<file path="src/lut_macros.svh">
`ifndef LUT_MACROS_SVH
`define LUT_MACROS_SVH

// Symbol width seen on the lookup port
`define LUT_DATA_W 32

// Bus beat and memory word width, two symbols per word
`define LUT_BUS_DATA_W 64

// Word address into the table, top bit picks the ping-pong half
`define LUT_ADDR_W 10

`define LUT_BUS_ADDR_W 32

// Burst length field
`define LUT_LEN_W 8

// Period, duty and iteration counters of the address generator
`define LUT_CNT_W 10

`endif

</file>
<file path="src/lut_pkg.sv">
`include "lut_macros.svh"

package lut_pkg;

   // One lookup symbol
   typedef logic [`LUT_DATA_W-1:0] sym_t;

   // One memory word, also one bus beat
   typedef logic [`LUT_BUS_DATA_W-1:0] word_t;

   // Table word address
   typedef logic [`LUT_ADDR_W-1:0] addr_t;

   // Address on the external data bus
   typedef logic [`LUT_BUS_ADDR_W-1:0] bus_addr_t;

   // Generator counts and their configuration
   typedef logic [`LUT_CNT_W-1:0] cnt_t;

endpackage

</file>
<file path="src/lut_addr_gen.sv">
`timescale 1ns/1ps

module lut_addr_gen (
   input  logic           clk,
   input  logic           rst,
   input  logic           start,
   input  lut_pkg::cnt_t  iterations,
   input  lut_pkg::cnt_t  period,
   input  lut_pkg::cnt_t  duty,
   input  lut_pkg::addr_t shift,
   input  lut_pkg::addr_t incr,
   input  logic           addr_take,
   output logic           addr_avail,
   output lut_pkg::addr_t gen_addr,
   output logic           gen_done
);

   logic           busy;
   lut_pkg::cnt_t  per_cnt;
   lut_pkg::cnt_t  iter_cnt;
   lut_pkg::addr_t addr_q;
   logic           in_duty;
   logic           per_last;
   logic           iter_last;
   logic           step;

   // A zero period or iteration count behaves as one
   assign per_last  = (period == '0) || (per_cnt == period - 1'b1);
   assign iter_last = (iterations == '0) || (iter_cnt == iterations - 1'b1);

   assign in_duty = per_cnt < duty;

   // Inside the duty window wait for the consumer, outside it just count
   assign step = busy && (in_duty ? addr_take : 1'b1);

   assign addr_avail = busy && in_duty;
   assign gen_addr   = addr_q;

   always_ff @(posedge clk or posedge rst) begin
      if (rst) begin
         busy     <= 1'b0;
         per_cnt  <= '0;
         iter_cnt <= '0;
         addr_q   <= '0;
         gen_done <= 1'b0;
      end else if (start) begin
         busy     <= 1'b1;
         per_cnt  <= '0;
         iter_cnt <= '0;
         addr_q   <= '0;
         gen_done <= 1'b0;
      end else if (step) begin
         if (per_last) begin
            per_cnt <= '0;
            // End of period jumps by the shift on top of the normal step
            addr_q  <= addr_q + incr + shift;
            if (iter_last) begin
               busy     <= 1'b0;
               gen_done <= 1'b1;
            end else begin
               iter_cnt <= iter_cnt + 1'b1;
            end
         end else begin
            per_cnt <= per_cnt + 1'b1;
            addr_q  <= addr_q + incr;
         end
      end
   end

endmodule

</file>
<file path="src/lut_mem_writer.sv">
`timescale 1ns/1ps

module lut_mem_writer (
   input  logic           clk,
   input  logic           rst,
   input  logic           enable,
   input  logic           addr_avail,
   input  lut_pkg::addr_t gen_addr,
   input  logic           data_valid,
   input  lut_pkg::word_t data_in,
   output logic           data_ready,
   output logic           addr_take,
   output logic           mem_we,
   output lut_pkg::addr_t mem_waddr,
   output lut_pkg::word_t mem_wdata
);

   logic beat;

   // Accept a word only when there is somewhere to put it
   assign data_ready = enable && addr_avail;
   assign beat       = data_ready && data_valid;
   assign addr_take  = beat;

   always_ff @(posedge clk or posedge rst) begin
      if (rst) begin
         mem_we <= 1'b0;
      end else begin
         mem_we <= beat;
      end
   end

   // Address and word for the write issued one cycle after the beat
   always_ff @(posedge clk) begin
      if (beat) begin
         mem_waddr <= gen_addr;
         mem_wdata <= data_in;
      end
   end

endmodule

</file>
<file path="src/lut_read.sv">
`timescale 1ns/1ps

`include "lut_macros.svh"

module lut_read (
   input  logic                  clk,
   input  logic                  rst,
   input  logic                  run,
   input  logic                  disabled,
   input  logic                  pingPong,
   input  lut_pkg::bus_addr_t    ext_addr,
   input  logic [`LUT_LEN_W-1:0] length,
   input  lut_pkg::cnt_t         iterations,
   input  lut_pkg::cnt_t         period,
   input  lut_pkg::cnt_t         duty,
   input  lut_pkg::addr_t        shift,
   input  lut_pkg::addr_t        incr,
   input  lut_pkg::sym_t         in0,
   input  lut_pkg::word_t        rd_data,
   input  logic                  databus_ready,
   input  logic                  databus_last,
   input  lut_pkg::word_t        databus_rdata,
   output logic                  databus_valid,
   output lut_pkg::bus_addr_t    databus_addr,
   output logic [`LUT_LEN_W-1:0] databus_len,
   output logic                  done,
   output lut_pkg::sym_t         out0,
   output lut_pkg::addr_t        rd_addr,
   output logic                  wr_en,
   output lut_pkg::addr_t        wr_addr,
   output lut_pkg::word_t        wr_data
);

   logic           start;
   logic           last_beat;
   logic           pp_state;
   logic           load_en;
   lut_pkg::addr_t rd_addr_next;
   logic           sel_0;
   logic           sel_1;
   logic           addr_avail;
   logic           addr_take;
   lut_pkg::addr_t gen_addr;
   logic           gen_done;
   logic           mem_we;
   lut_pkg::addr_t mem_waddr;
   lut_pkg::word_t mem_wdata;

   assign start     = run && !disabled;
   assign last_beat = databus_valid && databus_ready && databus_last;

   assign databus_len = length;

   always_ff @(posedge clk or posedge rst) begin
      if (rst) begin
         done         <= 1'b1;
         load_en      <= 1'b0;
         databus_addr <= '0;
      end else if (start) begin
         done         <= 1'b0;
         load_en      <= 1'b1;
         databus_addr <= ext_addr;
      end else if (last_beat) begin
         done    <= 1'b1;
         load_en <= 1'b0;
      end
   end

   // Halves swap on every run in ping-pong mode
   always_ff @(posedge clk or posedge rst) begin
      if (rst) begin
         pp_state <= 1'b0;
      end else if (start) begin
         pp_state <= pingPong ? !pp_state : 1'b0;
      end
   end

   lut_addr_gen addr_gen_i (
      .clk        (clk),
      .rst        (rst),
      .start      (start),
      .iterations (iterations),
      .period     (period),
      .duty       (duty),
      .shift      (shift),
      .incr       (incr),
      .addr_take  (addr_take),
      .addr_avail (addr_avail),
      .gen_addr   (gen_addr),
      .gen_done   (gen_done)
   );

   // Bus naming is inverted, the unit raises valid when it can accept
   lut_mem_writer mem_writer_i (
      .clk        (clk),
      .rst        (rst),
      .enable     (load_en && !gen_done),
      .addr_avail (addr_avail),
      .gen_addr   (gen_addr),
      .data_valid (databus_ready),
      .data_in    (databus_rdata),
      .data_ready (databus_valid),
      .addr_take  (addr_take),
      .mem_we     (mem_we),
      .mem_waddr  (mem_waddr),
      .mem_wdata  (mem_wdata)
   );

   // Loading goes to the half not being read
   assign wr_addr = pingPong ?
                    {pp_state ^ mem_waddr[`LUT_ADDR_W-1], mem_waddr[`LUT_ADDR_W-2:0]} :
                    mem_waddr;
   assign wr_en   = mem_we;
   assign wr_data = mem_wdata;

   // Symbol index to word address, lane bit dropped
   always_comb begin
      rd_addr_next = lut_pkg::addr_t'(in0 >> 1);
      rd_addr_next[`LUT_ADDR_W-1] = pingPong && !pp_state;
   end

   always_ff @(posedge clk or posedge rst) begin
      if (rst) begin
         rd_addr <= '0;
         sel_0   <= 1'b0;
         sel_1   <= 1'b0;
      end else begin
         rd_addr <= rd_addr_next;
         sel_0   <= in0[0];
         sel_1   <= sel_0;
      end
   end

   // sel_1 lines up with the registered memory output
   assign out0 = sel_1 ? rd_data[`LUT_BUS_DATA_W-1 -: `LUT_DATA_W] :
                         rd_data[`LUT_DATA_W-1:0];

endmodule

</file>
<file path="config.mk">
export PLATFORM = sky130hd
export DESIGN_NAME = lut_read
export DESIGN_NICKNAME = d
export VERILOG_FILES = /design/src/lut_pkg.sv /design/src/lut_addr_gen.sv /design/src/lut_mem_writer.sv /design/src/lut_read.sv
export VERILOG_INCLUDE_DIRS = /design/src
export SDC_FILE = /design/constraint.sdc
export NUM_CORES = 1
export LEC_CHECK = 0
export BUFFER_PORTS_ARGS = -buffer_cell sky130_fd_sc_hd__buf_2
export CAP_MARGIN = 20
export CORE_AREA = 2 2 161 163
export CTS_CLUSTER_SIZE = 40
export DETAILED_ROUTE_END_ITERATION = 6
export DIE_AREA = 0 0 163 165
export SKIP_CTS_REPAIR_TIMING = 1
export SLEW_MARGIN = 20
export SYNTH_ARGS = -nofsm -noshare
export SYNTH_HDL_FRONTEND = slang
export SYNTH_SLANG_ARGS = --single-unit
</file>
<file path="constraint.sdc">
create_clock -name clk -period 4.7 [get_ports clk]
set_input_delay 0.705 -clock clk [delete_from_list [all_inputs] [get_ports clk]]
set_output_delay 0.705 -clock clk [all_outputs]
set_load 0.01 [all_outputs]
</file>
==> results by group <==
Status
  – Run status: finished, final reports clean

Critical path
  – Origin of the critical flop-to-flop path: addr_gen_i.gen_addr[0]
  – Crit-path most repeated cell: a21o_1
  – CP delay by family, top: compound AO/OA/AOI/OAI gates
  – Largest stage delay on the critical path: 460 ps
  – WP data arrival: 2830 ps
  – CP Max Fanout: 5
  – Worst setup EP type: primary output
  – Crit Path Category: flop to primary output
  – WP data required: 3990 ps
  – CP startpoint kind: flop
  – CP Cell Sequence: ha_1 > a21o_1 > a21o_1 > a211oi_1 > nor2_1 > o21ai_0 > and2_1 > buf_2
  – Worst Setup SP: addr_gen_i.per_cnt[1]
  – R2R Setup Slk: 1170 ps
  – CP bufs+invs: 1
  – CP max-delay cell: a211oi_1

Clocking
  – CTS tree: done
  – H-tree depth: 4
  – Clk buf depth: 2
  – Sink Count: 154
  – CTS Buf Count: 17
  – Clock Latency Late Sink: 430 ps
  – Clock root buffer: clkbuf_16
  – CTS clk-pin slew, worst paths: 70 ps

Placement
  – Post-Place Cells: 1,391
  – DP Area: 0.0100 sq mm
  – Routability cong.: 0.787
  – Number of buffers added on ports: 377
  – Dpl hpwl: 19.4 mm

Synth
  – Count of cell types in the netlist: 67
  – Ys async rst share: 51.9%
  – Syn nets: 1,010
  – Synth top area share: 28.3%
  – Cell taking the most area after synthesis: edfxtp_1
  – Post-synth EDFFs: 74
  – Post-synthesis register bit count: 154
  – Top cells by area, synth: edfxtp_1, dfrtp_1, nand2_1
  – Syn Std Cell Area: 0.00786 sq mm
  – Mapped Cells: 717
  – Synth warnings: 0
  – Synth Area per Inst: 11.0 sq um
  – Ys flop type: dfrtp_1
  – Post-synthesis sequential area ratio: 53.7%

Layout
  – Final non-filler cell area: 0.0106 sq mm
  – Filler cell count: 2,464
  – Fin nets: 1,373
  – Layout cells sized above 1: 43.1%
  – Post-Layout Cell Count: 1,429
  – Area Growth Syn to Fin: 35.0%
  – Final core occ: 42.4%

Run
  – Max Cap Viol: 0

STA
  – Setup-failing EPs final: 0
  – Final Max Tran Viols: 0
  – Relative slew slack: 40.5%
  – Post-Route Skew: 9.68 ps
  – Final period utilization: 75.3%
  – Hold Fails Final Rpt: 0
  – Setup TNS: 0 ps
  – Fin crit period: 3540 ps
  – Max Clk Rate: 283 MHz
  – Slew @ Worst Pin: 892 ps
  – RSZ-0062 raised after global routing: false

Die
  – Chip height: 165 um
  – Core area: 0.0250 sq mm
  – Die X-Extent: 163 um
  – Initial core utilization: 31.4%
  – Die Area: 0.0269 sq mm
  – Rows: 58
  – IO Pins: 416

Global route
  – Vias in the first global route: 6,381
  – Initial antenna violation count: 7
  – Gr ovfl total: 0
  – Global-route wire length before repair: 35.3 mm
  – Total track usage: 17.3%
  – Largest net degree at the start of global routing: 49

Route
  – Starting DRT DRC Count: 331
  – Router iterations before antenna repair: 4
  – Routed WL: 24.5 mm
  – Routed wire per std cell: 17.2 um
  – DRC violations left: 0
  – Vias: 6,722
  – DR vias/cell: 4.70
  – Antenna-violating nets left: 0

Power
  – Total power draw: 3.91 mW
  – Combinational share of power: 23.8%
  – Power per cell area: 368 mW/mm^2
  – Maximum vdd drop: 217 uV
  – Sw Ratio: 31.3%
  – Switch Pwr: 1.22 mW
  – Clock power share: 34.7%
  – Internal: 2.69 mW
  – Flop pwr share: 41.6%
  – LEAKAGE: 5.06 nW

Worst hold path
  – Hold path start: sel_0
  – Path category of the worst min-delay check: flop to flop
[area by class of cell]
| type | count | area (sq um) | share of cell area (%) |
|---|---|---|---|
| Tap cell | 330 | 413 | 3.89 |
| Antenna cell | 6 | 15.0 | 0.141 |
| Multi-Input combinational cell | 490 | 3300 | 31.1 |
| Clock buffer | 17 | 425 | 4.01 |
| Sequential cell | 154 | 4230 | 39.8 |
| Clock inverter | 15 | 156 | 1.47 |
| Timing Repair Buffer | 385 | 1960 | 18.5 |
| Inverter | 32 | 121 | 1.14 |
[per-stage QoR]
step / hold slack (ps) / worst slack [ps]
after global placement: 333 / 776
after detailed placement: 338 / 709
after floorplan: 331 / 520
after global routing: 360 / 783
after CTS: 353 / 1100
final: 352 / 1160
[final timing paths]
path	to	cells after the start
worst min-delay path	sel_1	0
worst max register to register	addr_gen_i.gen_addr[9]	16
worst max-delay path	databus_valid	8
max in group asynchronous	done	3
worst min register to register	sel_1	0
min in group asynchronous	rd_addr[3]	2
[Yosys cell counts (16+ instances only)]
master	instances
ha_1	34
inv_1	32
mux2_2	34
xnor2_1	26
nand2_1	125
edfxtp_1	74
nor2_1	39
a21oi_1	28
dfrtp_1	79
o21ai_0	27
buf_4	17
clkbuf_1	16
[power by group through the flow]
| stage | logic (mW) | clock network, mW | registers [mW] |
|---|---|---|---|
| final | 0.929 | 1.36 | 1.63 |
| after global routing | 1.04 | 1.44 | 1.64 |
| after CTS | 0.945 | 1.39 | 1.63 |
| after detailed placement | 0.940 | 0 | 1.66 |
| after global placement | 0.928 | 0 | 1.65 |
| after floorplan | 0.562 | 0 | 1.68 |
[flip-flops by register name, indices dropped and copies added (netlist names)]
register	flops
addr_gen_i.busy	1
sel_0	1
load_en	1
pp_state	1
databus_addr	32
addr_gen_i.gen_done	1
mem_writer_i.mem_wdata	64
mem_writer_i.mem_waddr	10
done	1
addr_gen_i.gen_addr	10
rd_addr	10
sel_1	1
mem_writer_i.mem_we	1
addr_gen_i.iter_cnt	10
addr_gen_i.per_cnt	10
[placed cells by master (no fill, tap or decap), drive strengths merged, types with 28 or more instances in the layout]
cell type	Yosys	final
nor2	39	39
buf	25	385
inv	32	40
dfrtp	79	79
a21oi	28	28
o21ai	29	29
ha	34	34
nand2	125	125
mux2	34	34
edfxtp	74	74
[cells by family after synthesis]
kind of cell / synth area share [%]
simple gates: 16.8
fa+ha+maj: 5.92
flops: 53.7
compound gates: 9.50
buf+inv: 4.50
xor+xnor: 4.34
mux: 5.25
[worst register-to-register path: cells and delay by family (launching register included)]
| kind | cells | cell delay (ps) |
|---|---|---|
| AO/OA/AOI/OAI | 5 | 1160 |
| XOR/XNOR | 1 | 210 |
| adder cells (fa/ha/maj) | 3 | 840 |
| buffers and inverters | 1 | 60 |
| flip-flops | 1 | 360 |
| multiplexers | 1 | 200 |
| AND/OR/NAND/NOR | 5 | 600 |
[layer usage]
layer	share of wire [%]	global-route usage [%]	vias to the layer above
met3	6.5	4.60	31
li1	-	-	3276
met1	36	18.5	3214
met2	55	32.3	199
met5	0.053	0	-
met4	2.0	7.40	2
Power figures use the tool's default switching activity.
